[src/common/mmu_settings.svh]
/*
 * Sv39 walker settings
 * widths shared by the package and the walker RTL
 */

`ifndef MMU_SETTINGS_SVH
`define MMU_SETTINGS_SVH

// virtual address, Sv39
`define MMU_VA_WIDTH 39
// physical page number
`define MMU_PPN_WIDTH 22
// physical address, ppn plus page offset
`define MMU_PA_WIDTH 34
// address space id
`define MMU_ASID_WIDTH 8
// top-of-range pmp entries
`define MMU_PMP_ENTRIES 4
// saturating miss counters
`define MMU_CNT_WIDTH 16

`endif

[src/common/mmu_pkg.sv]
/*
 * MMU page walk types
 * pte layout, walk request, memory port, walk outcome,
 * tlb fill, fault report and pmp configuration
 */

`default_nettype none

`include "mmu_settings.svh"

package mmu_pkg;

  typedef enum logic [1:0] {FAULT_NONE, FAULT_PAGE, FAULT_ACCESS} fault_kind_e;
  typedef enum logic [1:0] {SIZE_4K, SIZE_2M, SIZE_1G} page_size_e;

  // Sv39 page table entry, msb first
  typedef struct packed {
    logic [9:0]  reserved;
    logic [43:0] ppn;
    logic [1:0]  rsw;
    logic        d;
    logic        a;
    logic        g;
    logic        u;
    logic        x;
    logic        w;
    logic        r;
    logic        v;
  } pte_t;

  typedef struct packed {
    logic                       valid;
    logic [`MMU_VA_WIDTH-1:0]   vaddr;
    logic [`MMU_ASID_WIDTH-1:0] asid;
    logic                       is_instr;
    logic                       is_store;
  } walk_req_t;

  typedef struct packed {
    logic                     valid;
    logic [`MMU_PA_WIDTH-1:0] paddr;
  } mem_req_t;

  typedef struct packed {
    logic        valid;
    logic [63:0] data;
  } mem_rsp_t;

  typedef struct packed {
    logic                       valid;
    logic                       is_instr;
    fault_kind_e                fault_kind;
    logic [`MMU_VA_WIDTH-1:0]   vaddr;
    logic [`MMU_ASID_WIDTH-1:0] asid;
    logic [`MMU_PA_WIDTH-1:0]   bad_paddr;
    pte_t                       pte;
    page_size_e                 size;
  } walk_result_t;

  typedef struct packed {
    logic                       valid;
    logic [26:0]                vpn;
    logic [`MMU_ASID_WIDTH-1:0] asid;
    page_size_e                 size;
    pte_t                       content;
  } tlb_update_t;

  typedef struct packed {
    logic                     valid;
    fault_kind_e              kind;
    logic                     is_instr;
    logic [`MMU_VA_WIDTH-1:0] vaddr;
    logic [`MMU_PA_WIDTH-1:0] bad_paddr;
  } walk_fault_t;

  // pmpcfg byte, only tor addressing here
  typedef struct packed {
    logic       lock;
    logic [2:0] rsvd;
    logic       a_tor;
    logic       x;
    logic       w;
    logic       r;
  } pmp_cfg_t;

endpackage

`default_nettype wire

[src/ptw/pmp_check.sv]
/*
 * PMP read check for walker accesses
 * top-of-range entries only, lowest matching entry decides,
 * an address outside all regions is allowed
 */

`timescale 1ns/1ns
`default_nettype none

`include "mmu_settings.svh"

module pmp_check import mmu_pkg::*; (
  input  wire logic [`MMU_PA_WIDTH-1:0]                         paddr_i,
  input  pmp_cfg_t [`MMU_PMP_ENTRIES-1:0]                       pmp_cfg_i,
  input  wire logic [`MMU_PMP_ENTRIES-1:0][`MMU_PA_WIDTH-3:0]   pmp_addr_i,
  output logic                                                  allow_o
);

  // pmp address registers hold the physical address shifted by 2
  logic [`MMU_PA_WIDTH-3:0] addr_word;

  assign addr_word = paddr_i[`MMU_PA_WIDTH-1:2];

  always_comb begin : tor_match
    logic                     matched;
    logic [`MMU_PA_WIDTH-3:0] lower;
    matched = 1'b0;
    allow_o = 1'b1;
    for (int i = 0; i < `MMU_PMP_ENTRIES; i++) begin
      // entry 0 starts at address zero
      lower = (i == 0) ? '0 : pmp_addr_i[i-1];
      if (!matched && pmp_cfg_i[i].a_tor &&
          (addr_word >= lower) && (addr_word < pmp_addr_i[i])) begin
        matched = 1'b1;
        allow_o = pmp_cfg_i[i].r;
      end
    end
  end

endmodule

`default_nettype wire

[src/ptw/ptw.sv]
/*
 * Sv39 page table walker
 * up to three levels of pte reads, one read outstanding,
 * leaf permission and superpage alignment checks, pmp check of
 * every pte address, flush with drain of a pending response
 */

`timescale 1ns/1ns
`default_nettype none

`include "mmu_settings.svh"

module ptw import mmu_pkg::*; (
  input  wire logic                                             clk_i,
  input  wire logic                                             rst_i,
  input  wire logic                                             flush_i,
  input  walk_req_t                                             walk_req_i,
  input  wire logic [`MMU_PPN_WIDTH-1:0]                        satp_ppn_i,
  input  wire logic                                             mxr_i,
  input  pmp_cfg_t [`MMU_PMP_ENTRIES-1:0]                       pmp_cfg_i,
  input  wire logic [`MMU_PMP_ENTRIES-1:0][`MMU_PA_WIDTH-3:0]   pmp_addr_i,
  input  mem_rsp_t                                              mem_rsp_i,
  output logic                                                  walker_busy_o,
  output mem_req_t                                              mem_req_o,
  output walk_result_t                                          walk_result_o
);

  typedef enum logic [2:0] {ST_IDLE, ST_REQUEST, ST_LOOKUP, ST_PROPAGATE, ST_DRAIN} state_e;

  state_e                    state_q, state_d;
  // 0 is the 1G level, 2 the 4K level
  logic [1:0]                lvl_q, lvl_d;
  logic [`MMU_PA_WIDTH-1:0]  pptr_q, pptr_d;
  logic                      global_q, global_d;
  walk_req_t                 req_q;
  logic                      rsp_valid_q;
  pte_t                      pte_q;
  mem_req_t                  mem_req_q, mem_req_d;
  logic                      pmp_allow;
  logic                      is_leaf;
  logic                      perm_fault;
  logic                      misaligned;
  logic                      page_fault;
  logic [8:0]                next_idx;

  pmp_check u_pmp_check (
    .paddr_i   (pptr_q),
    .pmp_cfg_i (pmp_cfg_i),
    .pmp_addr_i(pmp_addr_i),
    .allow_o   (pmp_allow)
  );

  assign walker_busy_o = (state_q != ST_IDLE);
  assign mem_req_o     = mem_req_q;

  // ----------------------------------------
  // pte checks on the registered response
  // ----------------------------------------
  assign is_leaf  = pte_q.r || pte_q.x;
  // index for the level below the current one
  assign next_idx = (lvl_q == 2'd0) ? req_q.vaddr[29:21] : req_q.vaddr[20:12];

  always_comb begin
    if (req_q.is_instr) begin
      perm_fault = !(pte_q.x && pte_q.a);
    end else begin
      // loads may read x-only pages when mxr is set
      perm_fault = !(pte_q.a && (pte_q.r || (pte_q.x && mxr_i)));
      if (req_q.is_store && !(pte_q.w && pte_q.d)) begin
        perm_fault = 1'b1;
      end
    end
  end

  // superpage ppn must be aligned to its size
  assign misaligned = ((lvl_q == 2'd0) && (pte_q.ppn[17:0] != '0)) ||
                      ((lvl_q == 2'd1) && (pte_q.ppn[8:0] != '0));

  assign page_fault = !pte_q.v || (pte_q.w && !pte_q.r) ||
                      (!is_leaf && (lvl_q == 2'd2)) ||
                      (is_leaf && (perm_fault || misaligned));

  // ----------------------------------------
  // walk fsm
  // ----------------------------------------
  always_comb begin
    state_d   = state_q;
    lvl_d     = lvl_q;
    pptr_d    = pptr_q;
    global_d  = global_q;
    mem_req_d = '0;

    // result payload follows the walk state, valid only on a decision
    walk_result_o            = '0;
    walk_result_o.is_instr   = req_q.is_instr;
    walk_result_o.vaddr      = req_q.vaddr;
    walk_result_o.asid       = req_q.asid;
    walk_result_o.pte        = pte_q;
    walk_result_o.pte.g      = pte_q.g || global_q;
    walk_result_o.size       = (lvl_q == 2'd0) ? SIZE_1G :
                               (lvl_q == 2'd1) ? SIZE_2M : SIZE_4K;

    case (state_q)
      ST_IDLE: begin
        lvl_d    = 2'd0;
        global_d = 1'b0;
        if (walk_req_i.valid) begin
          // root table from satp, read goes out next cycle
          pptr_d          = {satp_ppn_i, walk_req_i.vaddr[38:30], 3'b000};
          mem_req_d.valid = 1'b1;
          mem_req_d.paddr = pptr_d;
          state_d         = ST_LOOKUP;
        end
      end
      ST_REQUEST: begin
        mem_req_d.valid = 1'b1;
        mem_req_d.paddr = pptr_q;
        state_d         = ST_LOOKUP;
      end
      ST_LOOKUP: begin
        if (rsp_valid_q) begin
          global_d = global_q || pte_q.g;
          if (!pmp_allow) begin
            // pte address itself not readable
            walk_result_o.valid      = 1'b1;
            walk_result_o.fault_kind = FAULT_ACCESS;
            walk_result_o.bad_paddr  = pptr_q;
            state_d                  = ST_PROPAGATE;
          end else if (page_fault) begin
            walk_result_o.valid      = 1'b1;
            walk_result_o.fault_kind = FAULT_PAGE;
            state_d                  = ST_PROPAGATE;
          end else if (is_leaf) begin
            walk_result_o.valid = 1'b1;
            state_d             = ST_PROPAGATE;
          end else begin
            // pointer, descend one level
            lvl_d   = lvl_q + 2'd1;
            pptr_d  = {pte_q.ppn[`MMU_PPN_WIDTH-1:0], next_idx, 3'b000};
            state_d = ST_REQUEST;
          end
        end
      end
      // holds busy over the result stage strobe
      ST_PROPAGATE: begin
        state_d = ST_IDLE;
      end
      ST_DRAIN: begin
        if (rsp_valid_q) begin
          state_d = ST_IDLE;
        end
      end
      default: begin
        state_d = ST_IDLE;
      end
    endcase

    // flush drops the walk, a read already issued must still come back
    if (flush_i) begin
      mem_req_d           = '0;
      walk_result_o.valid = 1'b0;
      if ((state_q inside {ST_LOOKUP, ST_DRAIN}) && !rsp_valid_q) begin
        state_d = ST_DRAIN;
      end else begin
        state_d = ST_IDLE;
      end
    end
  end

  always_ff @(posedge clk_i) begin
    if (rst_i) begin
      state_q     <= ST_IDLE;
      lvl_q       <= 2'd0;
      global_q    <= 1'b0;
      rsp_valid_q <= 1'b0;
      mem_req_q   <= '0;
    end else begin
      state_q     <= state_d;
      lvl_q       <= lvl_d;
      global_q    <= global_d;
      rsp_valid_q <= mem_rsp_i.valid;
      mem_req_q   <= mem_req_d;
    end
    pptr_q <= pptr_d;
    if (mem_rsp_i.valid) begin
      pte_q <= pte_t'(mem_rsp_i.data);
    end
    if ((state_q == ST_IDLE) && walk_req_i.valid) begin
      req_q <= walk_req_i;
    end
  end

endmodule

`default_nettype wire

[src/logic/miss_arbiter.sv]
/*
 * TLB miss arbiter
 * picks one of the held itlb/dtlb misses while the walker is idle,
 * dtlb first, and registers it as a one-cycle walk request
 */

`timescale 1ns/1ns
`default_nettype none

`include "mmu_settings.svh"

module miss_arbiter import mmu_pkg::*; (
  input  wire logic                       clk_i,
  input  wire logic                       rst_i,
  input  wire logic                       flush_i,
  input  wire logic                       itlb_miss_i,
  input  wire logic [`MMU_VA_WIDTH-1:0]   itlb_vaddr_i,
  input  wire logic                       dtlb_miss_i,
  input  wire logic [`MMU_VA_WIDTH-1:0]   dtlb_vaddr_i,
  input  wire logic                       dtlb_is_store_i,
  input  wire logic [`MMU_ASID_WIDTH-1:0] asid_i,
  input  wire logic                       walker_busy_i,
  output walk_req_t                       walk_req_o
);

  walk_req_t req_q;
  logic      pick_ok;

  // busy only rises the cycle after our strobe, so mask that cycle too
  assign pick_ok = !walker_busy_i && !req_q.valid && !flush_i;

  always_ff @(posedge clk_i) begin
    if (rst_i) begin
      req_q.valid <= 1'b0;
    end else begin
      req_q.valid <= pick_ok && (dtlb_miss_i || itlb_miss_i);
    end
    // payload, latched on a pick
    if (pick_ok) begin
      req_q.asid <= asid_i;
      if (dtlb_miss_i) begin
        // data side wins a tie
        req_q.vaddr    <= dtlb_vaddr_i;
        req_q.is_instr <= 1'b0;
        req_q.is_store <= dtlb_is_store_i;
      end else begin
        req_q.vaddr    <= itlb_vaddr_i;
        req_q.is_instr <= 1'b1;
        req_q.is_store <= 1'b0;
      end
    end
  end

  assign walk_req_o = req_q;

endmodule

`default_nettype wire

[src/logic/walk_result_stage.sv]
/*
 * Walk result stage
 * registers a walker outcome into one itlb update, dtlb update
 * or fault strobe and counts misses per tlb
 */

`timescale 1ns/1ns
`default_nettype none

`include "mmu_settings.svh"

module walk_result_stage import mmu_pkg::*; (
  input  wire logic                      clk_i,
  input  wire logic                      rst_i,
  input  walk_result_t                   walk_result_i,
  output tlb_update_t                    itlb_update_o,
  output tlb_update_t                    dtlb_update_o,
  output walk_fault_t                    walk_fault_o,
  output logic [`MMU_CNT_WIDTH-1:0]      itlb_miss_count_o,
  output logic [`MMU_CNT_WIDTH-1:0]      dtlb_miss_count_o
);

  tlb_update_t upd_q;
  walk_fault_t fault_q;
  logic        itlb_valid_q;
  logic        dtlb_valid_q;
  logic        fault_valid_q;
  logic        success;
  logic        itlb_done;
  logic        dtlb_done;

  assign success   = (walk_result_i.fault_kind == FAULT_NONE);
  assign itlb_done = walk_result_i.valid && walk_result_i.is_instr;
  assign dtlb_done = walk_result_i.valid && !walk_result_i.is_instr;

  always_ff @(posedge clk_i) begin
    if (rst_i) begin
      itlb_valid_q      <= 1'b0;
      dtlb_valid_q      <= 1'b0;
      fault_valid_q     <= 1'b0;
      itlb_miss_count_o <= '0;
      dtlb_miss_count_o <= '0;
    end else begin
      itlb_valid_q  <= itlb_done && success;
      dtlb_valid_q  <= dtlb_done && success;
      fault_valid_q <= walk_result_i.valid && !success;
      // one count per walk, faulted or not, saturating
      if (itlb_done && (itlb_miss_count_o != '1)) begin
        itlb_miss_count_o <= itlb_miss_count_o + 1'b1;
      end
      if (dtlb_done && (dtlb_miss_count_o != '1)) begin
        dtlb_miss_count_o <= dtlb_miss_count_o + 1'b1;
      end
    end
    // payload shared by both tlb ports
    if (walk_result_i.valid) begin
      upd_q <= '{valid: 1'b0, vpn: walk_result_i.vaddr[38:12], asid: walk_result_i.asid,
                 size: walk_result_i.size, content: walk_result_i.pte};
      fault_q <= '{valid: 1'b0, kind: walk_result_i.fault_kind,
                   is_instr: walk_result_i.is_instr, vaddr: walk_result_i.vaddr,
                   bad_paddr: walk_result_i.bad_paddr};
    end
  end

  always_comb begin
    itlb_update_o       = upd_q;
    itlb_update_o.valid = itlb_valid_q;
    dtlb_update_o       = upd_q;
    dtlb_update_o.valid = dtlb_valid_q;
    walk_fault_o        = fault_q;
    walk_fault_o.valid  = fault_valid_q;
  end

endmodule

`default_nettype wire

[src/logic/mmu_walk_top.sv]
/*
 * MMU page walk subsystem top
 * miss arbiter, Sv39 walker and result stage
 */

`timescale 1ns/1ns
`default_nettype none

`include "mmu_settings.svh"

module mmu_walk_top import mmu_pkg::*; (
  input  wire logic                                             clk_i,
  input  wire logic                                             rst_i,
  input  wire logic                                             flush_i,
  input  wire logic                                             itlb_miss_i,
  input  wire logic [`MMU_VA_WIDTH-1:0]                         itlb_vaddr_i,
  input  wire logic                                             dtlb_miss_i,
  input  wire logic [`MMU_VA_WIDTH-1:0]                         dtlb_vaddr_i,
  input  wire logic                                             dtlb_is_store_i,
  input  wire logic [`MMU_ASID_WIDTH-1:0]                       asid_i,
  input  wire logic [`MMU_PPN_WIDTH-1:0]                        satp_ppn_i,
  input  wire logic                                             mxr_i,
  input  pmp_cfg_t [`MMU_PMP_ENTRIES-1:0]                       pmp_cfg_i,
  input  wire logic [`MMU_PMP_ENTRIES-1:0][`MMU_PA_WIDTH-3:0]   pmp_addr_i,
  input  mem_rsp_t                                              mem_rsp_i,
  output mem_req_t                                              mem_req_o,
  output tlb_update_t                                           itlb_update_o,
  output tlb_update_t                                           dtlb_update_o,
  output walk_fault_t                                           walk_fault_o,
  output logic [`MMU_CNT_WIDTH-1:0]                             itlb_miss_count_o,
  output logic [`MMU_CNT_WIDTH-1:0]                             dtlb_miss_count_o
);

  walk_req_t    walk_req;
  walk_result_t walk_result;
  logic         walker_busy;

  miss_arbiter u_miss_arbiter (
    .clk_i          (clk_i),
    .rst_i          (rst_i),
    .flush_i        (flush_i),
    .itlb_miss_i    (itlb_miss_i),
    .itlb_vaddr_i   (itlb_vaddr_i),
    .dtlb_miss_i    (dtlb_miss_i),
    .dtlb_vaddr_i   (dtlb_vaddr_i),
    .dtlb_is_store_i(dtlb_is_store_i),
    .asid_i         (asid_i),
    .walker_busy_i  (walker_busy),
    .walk_req_o     (walk_req)
  );

  ptw u_ptw (
    .clk_i        (clk_i),
    .rst_i        (rst_i),
    .flush_i      (flush_i),
    .walk_req_i   (walk_req),
    .satp_ppn_i   (satp_ppn_i),
    .mxr_i        (mxr_i),
    .pmp_cfg_i    (pmp_cfg_i),
    .pmp_addr_i   (pmp_addr_i),
    .mem_rsp_i    (mem_rsp_i),
    .walker_busy_o(walker_busy),
    .mem_req_o    (mem_req_o),
    .walk_result_o(walk_result)
  );

  walk_result_stage u_walk_result_stage (
    .clk_i            (clk_i),
    .rst_i            (rst_i),
    .walk_result_i    (walk_result),
    .itlb_update_o    (itlb_update_o),
    .dtlb_update_o    (dtlb_update_o),
    .walk_fault_o     (walk_fault_o),
    .itlb_miss_count_o(itlb_miss_count_o),
    .dtlb_miss_count_o(dtlb_miss_count_o)
  );

endmodule

`default_nettype wire

[config.mk]
export PLATFORM = sky130hd
export DESIGN_NAME = mmu_walk_top
export DESIGN_NICKNAME = d
export VERILOG_FILES = /design/src/common/mmu_pkg.sv /design/src/ptw/pmp_check.sv /design/src/ptw/ptw.sv /design/src/logic/miss_arbiter.sv /design/src/logic/walk_result_stage.sv /design/src/logic/mmu_walk_top.sv
export VERILOG_INCLUDE_DIRS = /design/src /design/src/common
export SDC_FILE = /design/constraint.sdc
export NUM_CORES = 1
export LEC_CHECK = 0
export ABC_CLOCK_PERIOD_IN_PS = 58300
export BUFFER_PORTS_ARGS = -buffer_cell sky130_fd_sc_hd__buf_2
export CAP_MARGIN = 40
export CORE_AREA = 2 2 266 268
export CTS_BUF_LIST = sky130_fd_sc_hd__clkbuf_8
export CTS_CLUSTER_DIAMETER = 150
export CTS_CLUSTER_SIZE = 30
export DETAILED_ROUTE_END_ITERATION = 7
export DIE_AREA = 0 0 268 270
export PLACE_DENSITY = 0.55
export SYNTH_ARGS = -nofsm -noshare
export SYNTH_HDL_FRONTEND = slang
export SYNTH_HIERARCHICAL = 1
export SYNTH_SLANG_ARGS = --single-unit
[constraint.sdc]
create_clock -name clk_i -period 58.3 [get_ports clk_i]
set_input_delay 11.66 -clock clk_i [delete_from_list [all_inputs] [get_ports clk_i]]
set_output_delay 11.66 -clock clk_i [all_outputs]
set_load 0.01 [all_outputs]
==> key figures, run 1 <==
Route
  – DRT antenna net count: 0
  – Total number of vias: 13400
  – Via/cell ratio: 4.53
  – Pre-antenna DRT Iters: 7
  – First DRT Iteration DRCs: 948
  – # DRC: 0
  – Final WL: 60600 µm
  – WL per Instance: 20.5 µm

Pwr
  – Leak Pwr: 0.00994 µW
  – Max IR drop VDD: 13.8 µV
  – Pwr/cell area: 22.4 nW/µm²

STA
  – Rel. slew slack: 33.1%
  – Worst-margin pin slew: 1000 ps
  – Count of pins over their slew limit: 0
  – Setup TNS: 0 ps
  – Post-layout min period: 16380 ps
  – Final Hold Vio Count: 0
  – Final period utilization: 28.1%
  – Unrepaired setup endpoints after global routing: no
  – Max frequency: 61.1 MHz
  – Count of final setup violators: 0
  – Layout Skew: 46.0 ps

GRT
  – Met2 usage: 27.7%
  – Global-route wire length before repair: 86900 µm
  – Largest net degree at the start of global routing: 156
  – Met1 Usage GRT: 19.7%
  – Gr usage total: 16.0%
  – Vias in the first global route: 13700
  – Busiest grt layer: met2
  – Total grt overflow: 0
  – GR Util met3: 2.94%
  – Antenna violations before repair: 16

Clocking
  – Clock sink count: 418
  – Clock buffer count from CTS: 18
  – Max H-tree Level: 1
  – Post-CTS Setup Inserts: 0
  – TritonCTS clock tree: done
  – # resized after CTS: 0
  – Maximum clock path buffer count: 3
  – CTS clock-pin slew for the worst setup and hold paths: 180 ps
  – Root buf cell: clkbuf_8
  – Clk_lat worst skew: 660 ps
  – CTS Hold Buffers Added: 0

Die
  – Die height: 270 µm
  – Initial Util: 29.1%
  – Die ar.: 72400 µm²
  – # rows: 97
  – Top-Level Pins: 688
  – Die W: 268 µm
  – Core area: 69500 µm²

Flow run
  – Maxcap violations: 0

Synth
  – Syn Area/Cell: 12.8 µm²
  – Ys Warns: 6
  – Post-synth cell types: 79
  – EDFF count, synth: 343
  – Flop and latch count out of synthesis: 418
  – Synth Flop Type: edfxtp_1
  – Register area share after synthesis: 58.4%
  – Post-synth top area share: 51.0%
  – Synth top area cells: edfxtp_1 (51%), buf_4 (9.5%), ha_1 (8.2%)
  – Mapped cell area: 20200 µm²
  – Synth area leader: edfxtp_1
  – Ys async rst share: 0%
  – Synthesized instance count: 1575

Final layout
  – Layout area overhead: 14.8%
  – Net count reported at finish: 2469
  – Fill cells: 7000
  – Share of layout cells above drive strength 1: 39.5%
  – Most common cell after layout, fill and taps aside: buf_2
  – Fin area: 23200 µm²
  – Highest-count cells in the layout ignoring fill and taps: buf_2 (661), edfxtp_1 (343), inv_1 (152)

Critical path
  – Critical path origin: pmp_addr_i[14]
  – Crit end category: flop
  – Critical path class: in2reg
  – Critical path required time: 58820 ps
  – WP data arrival: 16900 ps
  – Setup crit start kind: input port
  – Worst reg2reg path startpoint: u_ptw/pptr_q[16]
  – Critical path fanouts, max: 155

Placed design
  – Port Buffers: 660
  – Gpl congestion: 0.877
  – Placed cell area: 22800 µm²
  – Hpwl dp: 46800 µm

Worst hold path
  – HP Class: reg2reg
  – Worst hold start: u_ptw/walk_result_o[140]

Outcome
  – Status: completed
report_power, final:
| group | switching (µW) | internal [µW] | leakage, µW | total [µW] |
|---|---|---|---|---|
| Combinational | 27.5 | 23.4 | 0.00592 | 50.9 |
| Clock | 92.4 | 35.4 | 0.000217 | 128 |
| Sequential | 7.08 | 334 | 0.00380 | 341 |
routing by layer:
metal	share of wire (%)	up-vias
met5	0.076	-
met4	3.2	8
met3	6.8	82
met2	49	503
met1	41	6561
li1	-	6252
worst paths after layout:
kind | to | slack [ps] | depth (start not counted)
worst min-delay path | u_walk_result_stage/dtlb_update_o[94] | 430 | 0
worst max register to register | u_walk_result_stage/dtlb_miss_count_o[15] | 52510 | 17
worst min register to register | u_walk_result_stage/dtlb_update_o[94] | 430 | 0
worst max-delay path | u_walk_result_stage/dtlb_miss_count_o[15] | 41920 | 19
per-stage QoR:
stage	total power (µW)	worst slack (ps)	hold WS [ps]	cells	util, %
2_1_floorplan	379	31820	400	1582	-
3_3_place_gp	397	40880	400	2912	32.7
4_1_cts	528	41870	434	2949	33.3
5_1_grt	544	41600	442	2958	33.3
6_report	520	41920	427	2962	33.4
3_5_place_dp	399	41150	405	2917	32.8
logic make-up (layout without fill, tap and decap cells):
family / after synthesis / after routing / share of synthesized area, %
simple gates: 310 / 310 / 8.39
compound gates: 211 / 211 / 6.87
mux: 75 / 75 / 4.80
xor+xnor: 3 / 3 / 0.130
flops: 418 / 418 / 58.4
fa+ha+maj: 132 / 132 / 8.17
other cells: 1 / 21 / 0.0186
buf+inv: 425 / 852 / 13.2
registers in the layout, indices dropped and copies added (netlist names), 2 cells and up:
name	count
u_ptw/state_q	3
u_ptw/pptr_q	31
u_walk_result_stage/dtlb_update_o	101
u_miss_arbiter/walk_req_o	50
u_ptw/walk_result_o	111
u_ptw/lvl_q	2
u_walk_result_stage/walk_fault_o	49
u_ptw/mem_req_o	32
u_walk_result_stage/dtlb_miss_count_o	16
u_walk_result_stage/itlb_miss_count_o	16
worst max-delay path, cell delays in order:
cell	delay (ps)
buf_2	90
inv_1	50
ha_1	310
nand4_1	270
nor4_1	110
buf_2	170
o21ai_1	90
o211ai_1	210
a2111oi_4	560
a21oi_2	120
a31oi_1	180
a22oi_1	150
buf_4	200
a211oi_4	240
buf_12	620
nand2b_1	420
or4_1	720
nor4_1	320
mux2_1	350
final cells by class:
class | instances | area (µm²) | share of cell area, %
sequential | 418 | 11800 | 50.9
multi-input combinational | 739 | 5800 | 25.0
timing repair buffer | 678 | 3500 | 15.1
tap | 940 | 1180 | 5.07
inverter | 142 | 533 | 2.30
clock buffer | 18 | 248 | 1.07
clock inverter | 14 | 115 | 0.496
antenna | 13 | 32.5 | 0.140
synthesized netlist by cell type, drive strengths merged (31+ instances only):
cell type / number
a21oi: 76
a22oi: 32
and2: 37
buf: 275
dfxtp: 75
edfxtp: 343
ha: 132
inv: 142
mux2: 65
nand2: 43
nand4: 33
nor2: 82
o21ai: 31
Power figures use the tool's default switching activity.
==> inputs of run 2 (changes only) <==
- ABC_CLOCK_PERIOD_IN_PS: 58300 -> 13600
- PLACE_DENSITY: 0.55 -> 0.57
- clock period: 58.3 -> 13.6 ns (I/O delays scaled with it)
==> run 2 against run 1 <==
Register-to-register slack got worse by 44000 ps; critical endpoint unchanged; power increased to 4.2 times the previous value; clock-buffer cell count down 1; highest routed layer unchanged; via count rose by 0.37%; routed wire length decreased by 0.13%; flip-flop and latch count did not move; global-route usage shrank 0.22 points; non-clock buffer count decreased by 2.
==> key figures, run 2 (synthesized netlist as in run 1, its figures left out) <==
Final layout
  – Footprint of the multi-input gates: 5800 µm² (unchanged)
  – Fill cells: 6994 (-0.086%)
  – Highest-count cells in the layout ignoring fill and taps: buf_2 (660), edfxtp_1 (343), inv_1 (153)
  – Fin util: 33.2% (-0.15 points)
  – Layout area overhead: 14.3%
  – Share of layout cells above drive strength 1: 39.3% (-0.22 points)
  – Net count reported at finish: 2466 (-0.12%)
  – Largest register FFs: 111 (unchanged)
  – Sequential Area: 11800 µm² (unchanged)
  – Most common cell after layout, fill and taps aside: buf_2

Critical path
  – R2r setup slk: 8080 ps (-44430 ps)
  – Crit path depth: 16 (-3)
  – Critical Path Most Common Cell: nor4_1
  – Reg-to-Reg End: u_walk_result_stage/dtlb_miss_count_o[15]
  – Crit end category: flop
  – Crit path to: u_walk_result_stage/dtlb_miss_count_o[15]
  – Critical path class: in2reg
  – CP cell instances: buf_2 -> inv_1 -> ha_1 -> nand4_1 -> nor4_1 -> o21ai_1 -> o211ai_1 -> a2111oi_4 -> a31oi_1 -> a22oi_1 -> buf_4 -> a211oi_4 -> nand2b_1 -> or4_1 -> nor4_1 -> mux2_1
  – WP data arrival: 7660 ps (-9240 ps)
  – Worst reg2reg path startpoint: u_ptw/pptr_q[11]
  – CP max stage delay: 720 ps (about the same)
  – Worst path slowest cell: or4_1
  – Setup crit start kind: input port
  – Critical path fanouts, max: 14 (-91%)
  – Critical path required time: 14130 ps (-44690 ps)
  – Worst Path Buf+Inv: 3 (-2)
  – Worst reg-to-reg path cell count: 14 (-3)
  – Critical path's top delay family: simple AND/OR/NAND/NOR gates
  – Critical path origin: pmp_addr_i[15]

Pwr
  – Max IR drop VDD: 81.4 µV (+490%)
  – Sequential share of power: 67.0% (+1.4 points)
  – Part of the power in the clock network: 23.0% (-1.6 points)
  – Leak Pwr: 0.00989 µW (-0.45%)
  – Sw Ratio: 24.3% (-0.11 points)
  – Pwr/cell area: 94.6 nW/µm² (+320%)
  – Comb pwr share: 10.0% (+0.2 points)
  – Internal Power: 1650 µW (+320%)
  – Switch Pwr: 531 µW (+320%)
  – Power consumption: 2180 µW (+320%)

Die
  – Die ar.: 72400 µm² (unchanged)
  – # rows: 97 (unchanged)
  – Core area: 69500 µm² (unchanged)
  – Top-Level Pins: 688 (unchanged)
  – Die height: 270 µm (unchanged)
  – Initial Util: 29.1% (unchanged)
  – Die W: 268 µm (unchanged)

STA
  – Count of final setup violators: 0 (unchanged)
  – Setup TNS: 0 ps (unchanged)
  – Worst-margin pin slew: 903 ps (-99.5 ps)
  – Rel. slew slack: 39.8% (+6.6 points)
  – Unrepaired setup endpoints after global routing: no
  – Post-layout min period: 7130 ps
  – Final Hold Vio Count: 0 (unchanged)
  – Count of pins over their slew limit: 0 (unchanged)
  – Layout Skew: 35.4 ps (-10.6 ps)
  – Final period utilization: 52.4%
  – Max frequency: 140 MHz

Route
  – First DRT Iteration DRCs: 874 (-7.8%)
  – DRT antenna net count: 0 (unchanged)
  – Via/cell ratio: 4.56 (+0.71%)
  – Final WL: 60500 µm (-0.13%)
  – WL per Instance: 20.5 µm (+0.20%)
  – # DRC: 0 (unchanged)
  – Total number of vias: 13500 (+0.37%)
  – Pre-antenna DRT Iters: 5 (-2)

Flow run
  – Maxcap violations: 0 (unchanged)

Clocking
  – Maximum clock path buffer count: 3 (unchanged)
  – TritonCTS clock tree: done
  – Clock buffer count from CTS: 17 (-1)
  – CTS Hold Buffers Added: 0 (unchanged)
  – Post-CTS Setup Inserts: 0 (unchanged)
  – Max H-tree Level: 1 (unchanged)
  – # resized after CTS: 0 (unchanged)
  – Clock sink count: 418 (unchanged)
  – Clk_lat worst skew: 650 ps (about the same)
  – Root buf cell: clkbuf_8
  – CTS clock-pin slew for the worst setup and hold paths: 190 ps (about the same)

Placed design
  – Gpl congestion: 0.879 (+0.26%)
  – Hpwl dp: 46800 µm (-0.15%)
  – Port Buffers: 660 (unchanged)

GRT
  – Vias in the first global route: 13300 (-2.8%)
  – Total grt overflow: 0 (unchanged)
  – Antenna violations before repair: 11 (-5)
  – Gr usage total: 15.8% (-0.22 points)
  – Global-route wire length before repair: 85600 µm (-1.6%)
  – Largest net degree at the start of global routing: 143 (-8.3%)

Worst hold path
  – HP Class: reg2reg

Outcome
  – Status: completed
==> run 2: per-stage QoR <==
| step | instances | instance area, µm² | hold slack [ps] | worst slack [ps] |
|---|---|---|---|---|
| after floorplan | 1582 | 20200 | 400 | 1070 |
| after global placement | 2910 | 22700 | 400 | 5630 |
| after detailed placement | 2915 | 22800 | 405 | 5710 |
| after CTS | 2945 | 23100 | 419 | 6430 |
| after global routing | 2950 | 23100 | 435 | 6170 |
| final | 2952 | 23100 | 415 | 6470 |
==> run 2: per-layer routing <==
| layer | GRT usage, % | vias to the layer above | share of wire (%) |
|---|---|---|---|
| li1 | - | 6248 | - |
| met1 | 19.9 | 6623 | 42 |
| met2 | 28.0 | 517 | 50 |
| met3 | 2.56 | 60 | 6.1 |
| met4 | 3.45 | 8 | 1.8 |
| met5 | 0 | - | 0.096 |
==> run 2: how the worst min path moves through the flow <==
stage                     slack [ps]  depth (start not counted)                               endpoint                    startpoint
after global routing             440                          0  u_walk_result_stage/dtlb_update_o[94]      u_ptw/walk_result_o[140]
after detailed placement         400                          0               u_ptw/walk_result_o[103]  u_miss_arbiter/walk_req_o[5]
after global placement           400                          0  u_walk_result_stage/dtlb_update_o[58]       u_ptw/walk_result_o[60]
final                            410                          0  u_walk_result_stage/dtlb_update_o[98]      u_ptw/walk_result_o[144]
after CTS                        420                          0  u_walk_result_stage/dtlb_update_o[98]      u_ptw/walk_result_o[144]
after floorplan                  400                          0                         u_ptw/req_q[0]  u_miss_arbiter/walk_req_o[0]
==> run 2: worst reg2reg max path, stage by stage (launching register included) <==
cell and delay [ps]:
edfxtp_1 620, ha_1 400, nand4_1 120, nor4_1 650, o21ai_1 170, o211ai_1 320, a2111oi_4 190, a31oi_1 210
a22oi_1 100, buf_4 180, a211oi_4 660, nand2b_1 370, or4_1 720, nor4_1 360, mux2_1 360
==> run 2: final cells by class <==
class	count	area share, %
clock inverters	13	0.228
flip-flops and latches	418	51.1
diodes	7	0.0758
multi-input cells	739	25.1
clock buffers	17	1.01
inverters	142	2.31
repair buffers	676	15.1
well taps	940	5.09
==> run 2: power by group through the flow <==
stage / Combinational (µW) / Clock, µW / Sequential, µW
2_1_floorplan: 146 / 0 / 1480
3_3_place_gp: 211 / 0 / 1490
3_5_place_dp: 220 / 0 / 1490
4_1_cts: 222 / 532 / 1460
5_1_grt: 244 / 566 / 1470
6_report: 220 / 502 / 1460
